$ cat src/source/decoder_pkg.sv
`default_nettype none

package decoder_pkg;

    // decoding stage, driven by the controller to every node and link
    typedef enum logic [2:0] {
        STAGE_IDLE  = 3'd0, // waiting for start
        STAGE_LOAD  = 3'd1, // syndrome rows shift into the grid
        STAGE_GROW  = 3'd2, // links grow from defect nodes
        STAGE_MERGE = 3'd3, // roots converge across grown links
        STAGE_DONE  = 3'd4  // results held until the next start
    } stage_t;

    // link ports on each node
    localparam int NEIGHBOR_COUNT = 4;

    // neighbor index of each link port
    localparam int NEIGHBOR_WEST = 0; // lower column, same round
    localparam int NEIGHBOR_EAST = 1; // higher column, same round
    localparam int NEIGHBOR_DOWN = 2; // same column, round below
    localparam int NEIGHBOR_UP   = 3; // same column, round above

    // width of the load and grow step count
    localparam int STEP_WIDTH = 4;

endpackage

`default_nettype wire

$ cat src/source/link_unit.sv
`timescale 1ns/1ps
`default_nettype none

module link_unit #(
    parameter int MAX_WEIGHT = 2 // growth at which the link counts as grown
) (
    input  logic                clk,
    input  logic                rst_n_i,
    input  decoder_pkg::stage_t stage_i,
    input  logic                a_defect_i,
    input  logic                b_defect_i, // zero on boundary links
    output logic                fully_grown_o
);

    import decoder_pkg::*;

    localparam int LINK_BIT_WIDTH = $clog2(MAX_WEIGHT + 1);

    logic [LINK_BIT_WIDTH-1:0] growth_q;
    logic [1:0]                increase;   // defect endpoints, 0 to 2
    logic [LINK_BIT_WIDTH:0]   growth_sum; // one spare bit before saturation

    assign increase   = {1'b0, a_defect_i} + {1'b0, b_defect_i};
    assign growth_sum = (LINK_BIT_WIDTH + 1)'(growth_q) + (LINK_BIT_WIDTH + 1)'(increase);

    always_ff @(posedge clk) begin
        if (!rst_n_i) begin
            growth_q <= '0;
        end else if (stage_i == STAGE_LOAD) begin
            growth_q <= '0; // cleared for the new decode
        end else if (stage_i == STAGE_GROW) begin
            // saturate at the link weight
            if (growth_sum >= (LINK_BIT_WIDTH + 1)'(MAX_WEIGHT)) begin
                growth_q <= LINK_BIT_WIDTH'(MAX_WEIGHT);
            end else begin
                growth_q <= growth_sum[LINK_BIT_WIDTH-1:0];
            end
        end
    end

    assign fully_grown_o = (growth_q == LINK_BIT_WIDTH'(MAX_WEIGHT));

    // saturation holds across every grow step
    growth_in_range: assert property (@(posedge clk) disable iff (!rst_n_i)
        growth_q <= LINK_BIT_WIDTH'(MAX_WEIGHT))
        else $error("link growth beyond weight");

endmodule

`default_nettype wire

$ cat src/source/node_unit.sv
`timescale 1ns/1ps
`default_nettype none

module node_unit #(
    parameter int                       ADDRESS_WIDTH = 4,
    parameter logic [ADDRESS_WIDTH-1:0] NODE_ADDRESS  = '0 // round in high bits, column low
) (
    input  logic                                                  clk,
    input  logic                                                  rst_n_i,
    input  decoder_pkg::stage_t                                   stage_i,
    input  logic                                                  measurement_i,
    output logic                                                  measurement_o,
    input  logic [decoder_pkg::NEIGHBOR_COUNT-1:0]                neighbor_fully_grown_i,
    input  logic [decoder_pkg::NEIGHBOR_COUNT-1:0][ADDRESS_WIDTH-1:0] neighbor_root_i,
    output logic                                                  defect_o,
    output logic [ADDRESS_WIDTH-1:0]                              root_o,
    output logic                                                  changed_o
);

    import decoder_pkg::*;

    logic                     measurement_q; // syndrome bit for this node
    logic [ADDRESS_WIDTH-1:0] root_q;
    logic [ADDRESS_WIDTH-1:0] root_min;      // smallest root seen over grown links

    // shift chain, one round per load cycle
    always_ff @(posedge clk) begin
        if (stage_i == STAGE_LOAD) measurement_q <= measurement_i;
    end

    always_comb begin
        root_min = root_q;
        for (int n = 0; n < NEIGHBOR_COUNT; n++) begin
            // only fully grown links join clusters
            if (neighbor_fully_grown_i[n] && (neighbor_root_i[n] < root_min)) begin
                root_min = neighbor_root_i[n];
            end
        end
    end

    always_ff @(posedge clk) begin
        if (!rst_n_i) begin
            root_q <= NODE_ADDRESS;
        end else if (stage_i == STAGE_LOAD) begin
            root_q <= NODE_ADDRESS; // new decode, every node its own cluster
        end else if (stage_i == STAGE_MERGE) begin
            root_q <= root_min;
        end
    end

    assign measurement_o = measurement_q; // passed to the next round
    assign defect_o      = measurement_q;
    assign root_o        = root_q;
    assign changed_o     = (stage_i == STAGE_MERGE) && (root_min != root_q);

    // roots only ever move to smaller addresses
    root_not_above_self: assert property (@(posedge clk) disable iff (!rst_n_i)
        root_q <= NODE_ADDRESS)
        else $error("node root above own address");

endmodule

`default_nettype wire

$ cat src/source/stage_controller.sv
`timescale 1ns/1ps
`default_nettype none

module stage_controller #(
    parameter int GRID_WIDTH_U = 3 // rounds, sets the length of load
) (
    input  logic                                clk,
    input  logic                                rst_n_i,
    input  logic                                start_i,
    input  logic [decoder_pkg::STEP_WIDTH-1:0]  grow_steps_i,
    input  logic                                zero_i,        // step counter expired
    input  logic                                any_changed_i, // some root moved this cycle
    output decoder_pkg::stage_t                 stage_o,
    output logic                                load_o,
    output logic [decoder_pkg::STEP_WIDTH-1:0]  load_value_o,
    output logic                                busy_o,
    output logic                                done_o
);

    import decoder_pkg::*;

    stage_t                stage_q;
    stage_t                stage_d;
    logic [STEP_WIDTH-1:0] grow_steps_q; // grow count taken at start
    logic                  busy_q;
    logic                  done_q;
    logic                  start_ok;     // start accepted this cycle
    logic                  merge_end;    // merge settled this cycle

    // start only counts when nothing is running
    assign start_ok  = start_i && (stage_q == STAGE_IDLE || stage_q == STAGE_DONE);
    assign merge_end = (stage_q == STAGE_MERGE) && !any_changed_i;

    always_comb begin
        stage_d      = stage_q;
        load_o       = 1'b0;
        load_value_o = '0;
        case (stage_q)
            STAGE_IDLE, STAGE_DONE: begin
                if (start_ok) begin
                    stage_d      = STAGE_LOAD;
                    load_o       = 1'b1;
                    load_value_o = STEP_WIDTH'(GRID_WIDTH_U - 1); // one cycle per round
                end
            end
            STAGE_LOAD: begin
                if (zero_i) begin
                    if (grow_steps_q == '0) begin
                        stage_d = STAGE_MERGE; // nothing to grow
                    end else begin
                        stage_d      = STAGE_GROW;
                        load_o       = 1'b1;
                        load_value_o = grow_steps_q - 1'b1;
                    end
                end
            end
            STAGE_GROW:  if (zero_i) stage_d = STAGE_MERGE;
            STAGE_MERGE: if (merge_end) stage_d = STAGE_DONE;
            default:     stage_d = STAGE_IDLE;
        endcase
    end

    always_ff @(posedge clk) begin
        if (!rst_n_i) begin
            stage_q <= STAGE_IDLE;
            busy_q  <= 1'b0;
            done_q  <= 1'b0;
        end else begin
            stage_q <= stage_d;
            done_q  <= merge_end; // single pulse, stage leaves merge at once
            if (start_ok) begin
                busy_q <= 1'b1;
            end else if (merge_end) begin
                busy_q <= 1'b0; // falls together with done
            end
        end
    end

    always_ff @(posedge clk) begin
        if (start_ok) grow_steps_q <= grow_steps_i;
    end

    assign stage_o = stage_q;
    assign busy_o  = busy_q;
    assign done_o  = done_q;

    // state register only ever holds one of the five stages
    stage_legal: assert property (@(posedge clk) disable iff (!rst_n_i)
        stage_q inside {STAGE_IDLE, STAGE_LOAD, STAGE_GROW, STAGE_MERGE, STAGE_DONE})
        else $error("stage register holds an illegal value");

endmodule

`default_nettype wire

$ cat src/source/step_counter.sv
`timescale 1ns/1ps
`default_nettype none

module step_counter (
    input  logic                               clk,
    input  logic                               rst_n_i,
    input  logic                               load_i,
    input  logic [decoder_pkg::STEP_WIDTH-1:0] load_value_i,
    output logic                               zero_o
);

    import decoder_pkg::*;

    logic [STEP_WIDTH-1:0] count_q;

    // down-counter, sits at zero once expired
    always_ff @(posedge clk) begin
        if (!rst_n_i) begin
            count_q <= '0;
        end else if (load_i) begin
            count_q <= load_value_i;
        end else if (count_q != '0) begin
            count_q <= count_q - 1'b1;
        end
    end

    assign zero_o = (count_q == '0); // last cycle of the timed stage

    // controller only reloads after the previous stage ran out
    no_load_mid_count: assert property (@(posedge clk) disable iff (!rst_n_i)
        load_i |-> zero_o)
        else $error("step counter reloaded while still counting");

endmodule

`default_nettype wire

$ cat src/source/uf_decoding_graph.sv
`timescale 1ns/1ps
`default_nettype none

module uf_decoding_graph #(
    parameter int GRID_WIDTH_X = 4, // nodes per round
    parameter int GRID_WIDTH_U = 3, // rounds
    parameter int MAX_WEIGHT   = 2,
    localparam int X_BIT_WIDTH   = $clog2(GRID_WIDTH_X),
    localparam int U_BIT_WIDTH   = $clog2(GRID_WIDTH_U),
    localparam int ADDRESS_WIDTH = X_BIT_WIDTH + U_BIT_WIDTH,
    localparam int NODE_COUNT    = GRID_WIDTH_X * GRID_WIDTH_U,
    localparam int H_LINK_COUNT  = (GRID_WIDTH_X + 1) * GRID_WIDTH_U,     // boundaries included
    localparam int LINK_COUNT    = H_LINK_COUNT + GRID_WIDTH_X * (GRID_WIDTH_U - 1)
) (
    input  logic                                 clk,
    input  logic                                 rst_n_i,
    input  logic                                 start_i,
    input  logic [decoder_pkg::STEP_WIDTH-1:0]   grow_steps_i,
    input  logic [GRID_WIDTH_X-1:0]              measurements_i, // one round per load cycle
    output logic                                 busy_o,
    output logic                                 done_o,
    output logic [ADDRESS_WIDTH*NODE_COUNT-1:0]  roots_o,        // node index is round*X + column
    output logic [LINK_COUNT-1:0]                grown_links_o
);

    import decoder_pkg::*;

    stage_t                stage;
    logic                  cnt_load;
    logic [STEP_WIDTH-1:0] cnt_load_value;
    logic                  cnt_zero;
    logic                  any_changed;
    wire                   tie_zero; // far end of boundary links, missing time links

    wire [NODE_COUNT-1:0]                                node_meas_in;
    wire [NODE_COUNT-1:0]                                node_meas;
    wire [NODE_COUNT-1:0]                                node_defect;
    wire [NODE_COUNT-1:0]                                node_changed;
    wire [NODE_COUNT-1:0][ADDRESS_WIDTH-1:0]             node_root;
    wire [NODE_COUNT-1:0][NEIGHBOR_COUNT-1:0]            node_fg;
    wire [NODE_COUNT-1:0][NEIGHBOR_COUNT-1:0][ADDRESS_WIDTH-1:0] node_nbr_root;
    wire [LINK_COUNT-1:0]                                link_grown;

    assign tie_zero    = 1'b0;
    assign any_changed = |node_changed;
    assign roots_o     = node_root;
    assign grown_links_o = link_grown;

    stage_controller #(
        .GRID_WIDTH_U (GRID_WIDTH_U)
    ) u_stage_controller (
        .clk           (clk),
        .rst_n_i       (rst_n_i),
        .start_i       (start_i),
        .grow_steps_i  (grow_steps_i),
        .zero_i        (cnt_zero),
        .any_changed_i (any_changed),
        .stage_o       (stage),
        .load_o        (cnt_load),
        .load_value_o  (cnt_load_value),
        .busy_o        (busy_o),
        .done_o        (done_o)
    );

    step_counter u_step_counter (
        .clk          (clk),
        .rst_n_i      (rst_n_i),
        .load_i       (cnt_load),
        .load_value_i (cnt_load_value),
        .zero_o       (cnt_zero)
    );

    genvar r, c, l;
    generate
        for (r = 0; r < GRID_WIDTH_U; r++) begin : node_r
            for (c = 0; c < GRID_WIDTH_X; c++) begin : node_c
                localparam int N = r * GRID_WIDTH_X + c;
                localparam logic [ADDRESS_WIDTH-1:0] ADDR =
                    ADDRESS_WIDTH'((r << X_BIT_WIDTH) + c);

                // rows enter at round 0 and move up, first row ends on top
                if (r == 0) begin : chain_head
                    assign node_meas_in[N] = measurements_i[c];
                end else begin : chain_body
                    assign node_meas_in[N] = node_meas[N - GRID_WIDTH_X];
                end

                // no time boundary below round 0 or above the top round
                if (r == 0) begin : no_down
                    assign node_fg[N][NEIGHBOR_DOWN]       = tie_zero;
                    assign node_nbr_root[N][NEIGHBOR_DOWN] = node_root[N];
                end
                if (r == GRID_WIDTH_U - 1) begin : no_up
                    assign node_fg[N][NEIGHBOR_UP]       = tie_zero;
                    assign node_nbr_root[N][NEIGHBOR_UP] = node_root[N];
                end

                node_unit #(
                    .ADDRESS_WIDTH (ADDRESS_WIDTH),
                    .NODE_ADDRESS  (ADDR)
                ) u_node (
                    .clk                    (clk),
                    .rst_n_i                (rst_n_i),
                    .stage_i                (stage),
                    .measurement_i          (node_meas_in[N]),
                    .measurement_o          (node_meas[N]),
                    .neighbor_fully_grown_i (node_fg[N]),
                    .neighbor_root_i        (node_nbr_root[N]),
                    .defect_o               (node_defect[N]),
                    .root_o                 (node_root[N]),
                    .changed_o              (node_changed[N])
                );
            end
        end

        // horizontal links, X+1 per round from west boundary to east boundary
        for (r = 0; r < GRID_WIDTH_U; r++) begin : hlink_r
            for (l = 0; l <= GRID_WIDTH_X; l++) begin : hlink_l
                localparam int H = r * (GRID_WIDTH_X + 1) + l;
                localparam int W = r * GRID_WIDTH_X + l - 1; // node west of the link
                localparam int E = r * GRID_WIDTH_X + l;     // node east of the link

                if (l == 0) begin : west_edge
                    link_unit #(.MAX_WEIGHT(MAX_WEIGHT)) u_link (
                        .clk (clk), .rst_n_i (rst_n_i), .stage_i (stage),
                        .a_defect_i (node_defect[E]), .b_defect_i (tie_zero),
                        .fully_grown_o (link_grown[H])
                    );
                    assign node_fg[E][NEIGHBOR_WEST]       = link_grown[H];
                    assign node_nbr_root[E][NEIGHBOR_WEST] = node_root[E]; // merges nothing
                end else if (l == GRID_WIDTH_X) begin : east_edge
                    link_unit #(.MAX_WEIGHT(MAX_WEIGHT)) u_link (
                        .clk (clk), .rst_n_i (rst_n_i), .stage_i (stage),
                        .a_defect_i (node_defect[W]), .b_defect_i (tie_zero),
                        .fully_grown_o (link_grown[H])
                    );
                    assign node_fg[W][NEIGHBOR_EAST]       = link_grown[H];
                    assign node_nbr_root[W][NEIGHBOR_EAST] = node_root[W];
                end else begin : inner
                    link_unit #(.MAX_WEIGHT(MAX_WEIGHT)) u_link (
                        .clk (clk), .rst_n_i (rst_n_i), .stage_i (stage),
                        .a_defect_i (node_defect[W]), .b_defect_i (node_defect[E]),
                        .fully_grown_o (link_grown[H])
                    );
                    assign node_fg[W][NEIGHBOR_EAST]       = link_grown[H];
                    assign node_fg[E][NEIGHBOR_WEST]       = link_grown[H];
                    assign node_nbr_root[W][NEIGHBOR_EAST] = node_root[E]; // each end sees the other
                    assign node_nbr_root[E][NEIGHBOR_WEST] = node_root[W];
                end
            end
        end

        // vertical links between round r and r+1, after all horizontal ones
        for (r = 0; r < GRID_WIDTH_U - 1; r++) begin : vlink_r
            for (c = 0; c < GRID_WIDTH_X; c++) begin : vlink_c
                localparam int V  = H_LINK_COUNT + r * GRID_WIDTH_X + c;
                localparam int LO = r * GRID_WIDTH_X + c;
                localparam int HI = LO + GRID_WIDTH_X;

                link_unit #(.MAX_WEIGHT(MAX_WEIGHT)) u_link (
                    .clk (clk), .rst_n_i (rst_n_i), .stage_i (stage),
                    .a_defect_i (node_defect[LO]), .b_defect_i (node_defect[HI]),
                    .fully_grown_o (link_grown[V])
                );
                assign node_fg[LO][NEIGHBOR_UP]         = link_grown[V];
                assign node_fg[HI][NEIGHBOR_DOWN]       = link_grown[V];
                assign node_nbr_root[LO][NEIGHBOR_UP]   = node_root[HI];
                assign node_nbr_root[HI][NEIGHBOR_DOWN] = node_root[LO];
            end
        end
    endgenerate

endmodule

`default_nettype wire

$ cat config.mk
export PLATFORM = sky130hd
export DESIGN_NAME = uf_decoding_graph
export DESIGN_NICKNAME = d
export VERILOG_FILES = /design/src/source/decoder_pkg.sv /design/src/source/link_unit.sv /design/src/source/node_unit.sv /design/src/source/stage_controller.sv /design/src/source/step_counter.sv /design/src/source/uf_decoding_graph.sv
export SDC_FILE = /design/constraint.sdc
export NUM_CORES = 1
export LEC_CHECK = 0
export ABC_AREA = 1
export BUFFER_PORTS_ARGS = -buffer_cell sky130_fd_sc_hd__buf_4
export CAP_MARGIN = 20
export CORE_AREA = 3 3 223 159
export CTS_BUF_LIST = sky130_fd_sc_hd__clkbuf_2 sky130_fd_sc_hd__clkbuf_4 sky130_fd_sc_hd__clkbuf_8
export CTS_CLUSTER_DIAMETER = 150
export DETAILED_ROUTE_END_ITERATION = 10
export DIE_AREA = 0 0 226 162
export PLACE_DENSITY = 0.59
export SYNTH_ARGS = -nofsm -noshare
export SYNTH_HDL_FRONTEND = slang
export SYNTH_SLANG_ARGS = --single-unit
$ cat constraint.sdc
create_clock -name clk -period 5.95 [get_ports clk]
set_input_delay 0.8925 -clock clk [delete_from_list [all_inputs] [get_ports clk]]
set_output_delay 0.8925 -clock clk [all_outputs]
set_load 0.03 [all_outputs]
==> results of run 1 <==
==> worst max-delay path: cells and delay by family, from the launching register on <==
kind,cells,cell delay [ns]
compound gates,7,1.72
fa+ha+maj,3,0.85
buf+inv,5,0.58
flops,1,0.45
simple gates,14,1.77
==> power groups by stage <==
stage	clock, W	combinational (W)	sequential, W
6_report	0.000887	0.00352	0.00114
3_3_place_gp	0	0.00341	0.00116
4_1_cts	0.000909	0.00349	0.00114
5_1_grt	0.000938	0.00400	0.00117
2_1_floorplan	0	0.00240	0.00124
3_5_place_dp	0	0.00347	0.00116
==> synth_stat cells, types with 20 or more instances <==
cell type	number
nand3_1	205
dfxtp_1	103
buf_4	23
clkbuf_1	27
inv_1	320
nand2_1	467
inv_2	20
nand2_2	44
o21a_1	26
nor2_1	74
a211oi_1	25
o21ai_0	93
ha_1	137
a21oi_1	63
o211ai_1	28
a31oi_1	26
==> repair_timing <==
item                       4_1_cts  5_1_grt
gates resized for setup          0       17
setup buffers                    0        1
setup endpoints to repair        0        5
==> stage by stage <==
step	setup WS, ns	utilization, %
final	0.480	40.3
after global routing	-0.0141	40.3
after CTS	0.0335	40.2
after detailed placement	0.0696	38.8
after global placement	0.0761	38.8
after floorplan	0.382	-
==> routing by layer <==
layer | up-vias | global-route usage [%]
met1 | 5505 | 30.7
met3 | 34 | 4.81
met5 | - | 0
met4 | 0 | 4.36
li1 | 6042 | -
met2 | 399 | 31.1
==> state kept, by name, summed over array words and instances, names as in the netlist <==
register and flops:
u_stage_controller.stage_o 3, u_stage_controller.grow_steps_q 4, node_r.node_c.u_node.root_o 48, hlink_r.hlink_l.east_edge.u_link.growth_q 6, u_step_counter.count_q 4, vlink_r.vlink_c.u_link.growth_q 16, hlink_r.hlink_l.west_edge.u_link.growth_q 6, node_r.node_c.u_node.defect_o 12
u_stage_controller.busy_o 1, hlink_r.hlink_l.inner.u_link.growth_q 18, u_stage_controller.done_o 1
==> kinds of logic (layout without fill, tap and decap cells) <==
| family | Yosys count | in the layout |
|---|---|---|
| buf+inv | 396 | 516 |
| xor+xnor | 3 | 3 |
| simple gates | 840 | 840 |
| fa+ha+maj | 154 | 154 |
| flops | 119 | 119 |
| compound gates | 288 | 288 |
==> path summary, 6_finish.rpt <==
| path | slack (ns) | to |
|---|---|---|
| setup / recovery | 0.48 | u_stage_controller.stage_o[0] |
| hold / removal | 0.45 | node_r[1].node_c[1].u_node.defect_o |
| setup reg to reg | 0.48 | u_stage_controller.stage_o[0] |
| hold reg to reg | 0.45 | node_r[1].node_c[1].u_node.defect_o |
==> layout make-up <==
type | count | share of cell area [%]
Sequential cell | 119 | 18.9
Multi-Input combinational cell | 1285 | 56.3
Timing Repair Buffer | 141 | 7.86
Clock inverter | 15 | 1.60
Inverter | 343 | 9.56
Clock buffer | 17 | 1.74
Tap cell | 435 | 4.04
==> results.cfg, run 1 <==
[worst_setup_path]
reg2reg_from = node_r[0].node_c[2].u_node.root_o[3]
cpMostUsedCell = nand2_1
startpoint_type = flop
crit_path_start = node_r[0].node_c[2].u_node.root_o[3]
cpMaxStageDelayCell = dfxtp_1
slowest_delay_ns = 0.45
critPathArrivalTime_ns = 5.86
crit_type = flop to flop
required_ns = 6.34
reg2reg_depth = 29
cp_max_fo = 7
worstSetupEndpointType = flop

[routing]
drc = 0
drt-total-wl_um = 38500
antenna_left = 0
wl_met2_um = 15900
via_count = 11980
post_drt_via_cell_ratio = 5.09
wire_per_inst_um = 16.3
top_layer = met4
drt-met1-wl_um = 19000
first_pass_iters = 5
wl_met3_um = 3070
drtIter0Drc = 1126

[final_layout]
regArea_sq_mm = 0.00254
stdcell_area_sq_mm = 0.0135
area.growth.synth_to_final_pct = 15.5
final_common_cell = nand2_1
nFillCells = 3559
final_cell_mix = nand2_1 (466), inv_1 (320), nand3_1 (205)
nets = 2072
final_cells = 2355
antenna_cells = 0
multi_input_area_sq_mm = 0.00759
drive_gt1_share_pct = 14.4

[global_route]
grtUsageTotal_pct = 20.9
grt_max_degree = 59
grt_pass1_vias = 10752
antenna_found_initial = 0
overflow = 0
grt_pass1_wl_um = 59600

[timing]
post-route-min-period_ns = 5.47
fmax_mhz = 183
tightest_slew_ns = 0.723
fin_hold_ws_ns = 0.453
period_share_pct = 91.9
setup_viol_count_final = 0
finalSetupTns_ns = 0
drv_slew = 0
finalHoldViolations = 0
slew_headroom_pct = 51.8
finalClockSkew_ns = 0.0174

[floorplan]
die_w_um = 226
io_pins = 84
core_sq_mm = 0.0334
row_count = 56
die_area_sq_mm = 0.0366
die_h_um = 162
start_util_pct = 34.9

[placement]
portBuffers = 83
dp.cells = 2322
gp_congestion = 0.938
place_hpwl_um = 29700
place_area_sq_mm = 0.0130

[power_and_ir_drop]
irDropWorstVdd_mv = 0.198
clkPwrFrac_pct = 16.0
p_total_w = 0.00556
p_leak_nw = 7.09
switching_share_pct = 52.4
power_frac_comb_pct = 63.4
power_density_mw_per_mm2 = 412
seq_power_share_pct = 20.6
power.switching_w = 0.00291
p_int_w = 0.00264

[worst_hold_path]
hold_class = flop to flop
min_from = node_r[0].node_c[1].u_node.defect_o
hold_depth = 0

[synthesis]
yosys.area_share.adder_pct = 17.6
synth_edf_count = 16
ys_types = 41
yosysTopAreaCell = dfxtp_1
syn_avg_cell_area_sq_um = 6.48
synth_top_family_by_area = simple AND/OR/NAND/NOR gates
muxShareOfSynthArea_pct = 0
yosys.area_share.simple_pct = 32.1
synthFlopType = dfxtp_1
synth_seq_area_share_pct = 21.8
synthXorXnorAreaFrac_pct = 0.225
syn_area_sq_mm = 0.0117
synth-compound-area-share_pct = 14.7
syn_nets = 1965
syn_inst = 1800
synth_top_cell_area_share_pct = 17.7
async_flop_share_pct = 0
yosys_warnings = 0
ys_ff_latch = 119
ys_top_cells_by_area = dfxtp_1 (18%), nand2_1 (15%), ha_1 (15%)

[status]
status = completed

[clock_tree]
cts_htree_levels = 4
clk_pin_slew_ns = 0.09
clockRootBuffer = clkbuf_8
cts_sinks = 119
cts_buffer_depth = 2
cts_buffers = 17
hold_buffers = 0
insertion_delay_ns = 0.49
tritoncts = built

[run]
drv_cap = 0
Note: power is estimated with default switching activity, not from simulation.
==> inputs of run 2 (changes only) <==
CELL_PAD_IN_SITES_DETAIL_PLACEMENT = 2   (was unset)
CELL_PAD_IN_SITES_GLOBAL_PLACEMENT = 2   (was unset)
PLACE_DENSITY = 0.9   (was 0.59)
==> run 2 against run 1 <==
  * Critical path depth rose by 5
  * Combinational power up 19%
  * Critical endpoint unchanged
  * Global-route usage rose by 9.5 points
  * Largest cell class unchanged
  * Critical path type unchanged
  * Highest routed layer unchanged
  * Non-clock buffer count grew 16
==> results.cfg, run 2 (synthesis gave the netlist of run 1 again) <==
[placement]
place_area_sq_mm = 0.0130
portBuffers = 83
gp_congestion = 0.891
place_hpwl_um = 41900

[clock_tree]
tritoncts = built
clockRootBuffer = clkbuf_8
cts_buffers = 17
cts_sinks = 119
cts_buffer_depth = 2
insertion_delay_ns = 0.53
cts_htree_levels = 4
clk_pin_slew_ns = 0.10
hold_buffers = 0

[power_and_ir_drop]
p_leak_nw = 7.16
irDropWorstVdd_mv = 0.122
power_density_mw_per_mm2 = 451
p_total_w = 0.00618

[final_layout]
area.growth.synth_to_final_pct = 17.5
stdcell_area_sq_mm = 0.0137
nFillCells = 4103
final_common_cell = nand2_1
largest_register_ffs = 48
nets = 2088
drive_gt1_share_pct = 17.2
antenna_cells = 0
final_cell_mix = nand2_1 (462), inv_1 (314), nand3_1 (203)

[timing]
finalClockSkew_ns = 0.0232
finalHoldViolations = 0
fmax_mhz = 173
setup_viol_count_final = 0
period_share_pct = 97.2
drv_slew = 0
tightest_slew_ns = 0.910
post-route-min-period_ns = 5.78
slew_headroom_pct = 39.3

[floorplan]
die_area_sq_mm = 0.0366
die_h_um = 162
die_w_um = 226
core_sq_mm = 0.0334
start_util_pct = 34.9
io_pins = 84
row_count = 56

[global_route]
grt_max_degree = 56
antenna_found_initial = 0
overflow = 0
grtUsageTotal_pct = 30.4
grt_pass1_wl_um = 85500
grt_pass1_vias = 14669

[worst_setup_path]
required_ns = 6.37
path_buf_inv = 5
crit_type = flop to flop
slowest_delay_ns = 0.45
worstSetupEndpointType = flop
reg2reg_from = node_r[2].node_c[0].u_node.root_o[3]
startpoint_type = flop
cp_max_fo = 7
crit_path_start = node_r[2].node_c[0].u_node.root_o[3]
cp_top_family = simple AND/OR/NAND/NOR gates
cpMostUsedCell = nand2_1
critPathArrivalTime_ns = 6.20
cpMaxStageDelayCell = a2111oi_4

[run]
drv_cap = 0

[routing]
post_drt_via_cell_ratio = 5.63
antenna_left = 0
wire_per_inst_um = 24.1
drt-total-wl_um = 57200
first_pass_iters = 5
drc = 0
drtIter0Drc = 1142
via_count = 13338

[worst_hold_path]
min_from = node_r[1].node_c[2].u_node.defect_o
hold_class = flop to flop

[status]
status = completed
-- run 2: cell types whose count changed in the layout (fill, tap and decap cells not counted), moves of 4 or more --
| cell | previous run | this run |
|---|---|---|
| buf_4 | 141 | 156 |
| o21ai_0 | 89 | 85 |
| inv_2 | 20 | 25 |
| inv_1 | 320 | 314 |
| nor2_1 | 74 | 70 |
| nor2_2 | 4 | 8 |
| nand2_1 | 466 | 462 |
| nand2_2 | 45 | 49 |
| a211oi_1 | 23 | 16 |
| dfxtp_1 | 101 | 93 |
| a211oi_2 | 2 | 8 |
| dfxtp_2 | 2 | 8 |
-- run 2: report_power, final --
group          internal, W  switching (W)  total [W]  leakage, nW
sequential         0.00100       0.000174    0.00118        0.988
combinational      0.00128        0.00290    0.00418         5.97
clock             0.000344       0.000477   0.000821        0.194
-- run 2: what timing repair did --
item,in CTS,in global routing
pin swaps,0,5
endpoints found under the setup margin,5,5
resized for setup,16,53
buffers inserted,0,12
hold endpoints to repair,0,0
-- run 2: per-layer routing --
metal	share of wire [%]	vias up	routed length, um	GRT usage (%)
met5	0	-	0	0
met4	3.7	0	2130	10.3
met3	5.4	130	3100	5.96
met2	47	424	27000	52.1
met1	44	6719	25000	38.1
li1	-	6065	-	-
-- run 2: final cells by class --
| type | instances | area [sq um] | area share [%] |
|---|---|---|---|
| Timing Repair Buffer | 157 | 1180 | 8.63 |
| Clock buffer | 18 | 241 | 1.76 |
| Sequential cell | 119 | 2560 | 18.7 |
| Clock inverter | 14 | 134 | 0.977 |
| Inverter | 343 | 1290 | 9.40 |
| Tap cell | 435 | 544 | 3.97 |
| Multi-Input combinational cell | 1285 | 7750 | 56.6 |
-- run 2: worst register-to-register path, delay by kind of cell, from the launching register on --
kind / cells / cell delay [ns]
AND/OR/NAND/NOR: 20 / 2.29
AO/OA/AOI/OAI: 6 / 1.37
adder cells (fa/ha/maj): 3 / 1.05
buffers and inverters: 5 / 0.54
flip-flops: 1 / 0.42
-- run 2: path summary, 6_finish.rpt --
path	endpoint	cells after the start	slack [ns]
worst max-delay path	u_stage_controller.stage_o[0]	34	0.17
worst min-delay path	node_r[2].node_c[2].u_node.defect_o	0	0.48
worst max register to register	u_stage_controller.stage_o[0]	34	0.17
worst min register to register	node_r[2].node_c[2].u_node.defect_o	0	0.48
-- run 2: through the flow --
stage	utilization, %	cells	hold WS, ns	setup TNS (ns)	setup WS, ns
after floorplan	-	1800	0.426	0	0.382
after global placement	38.9	2327	0.435	0	0.142
after detailed placement	38.9	2327	0.440	-0.718	-0.202
after CTS	40.2	2359	0.463	0	0.0137
after global routing	41.0	2371	0.461	-0.664	-0.176
final	41.0	2371	0.475	0	0.168
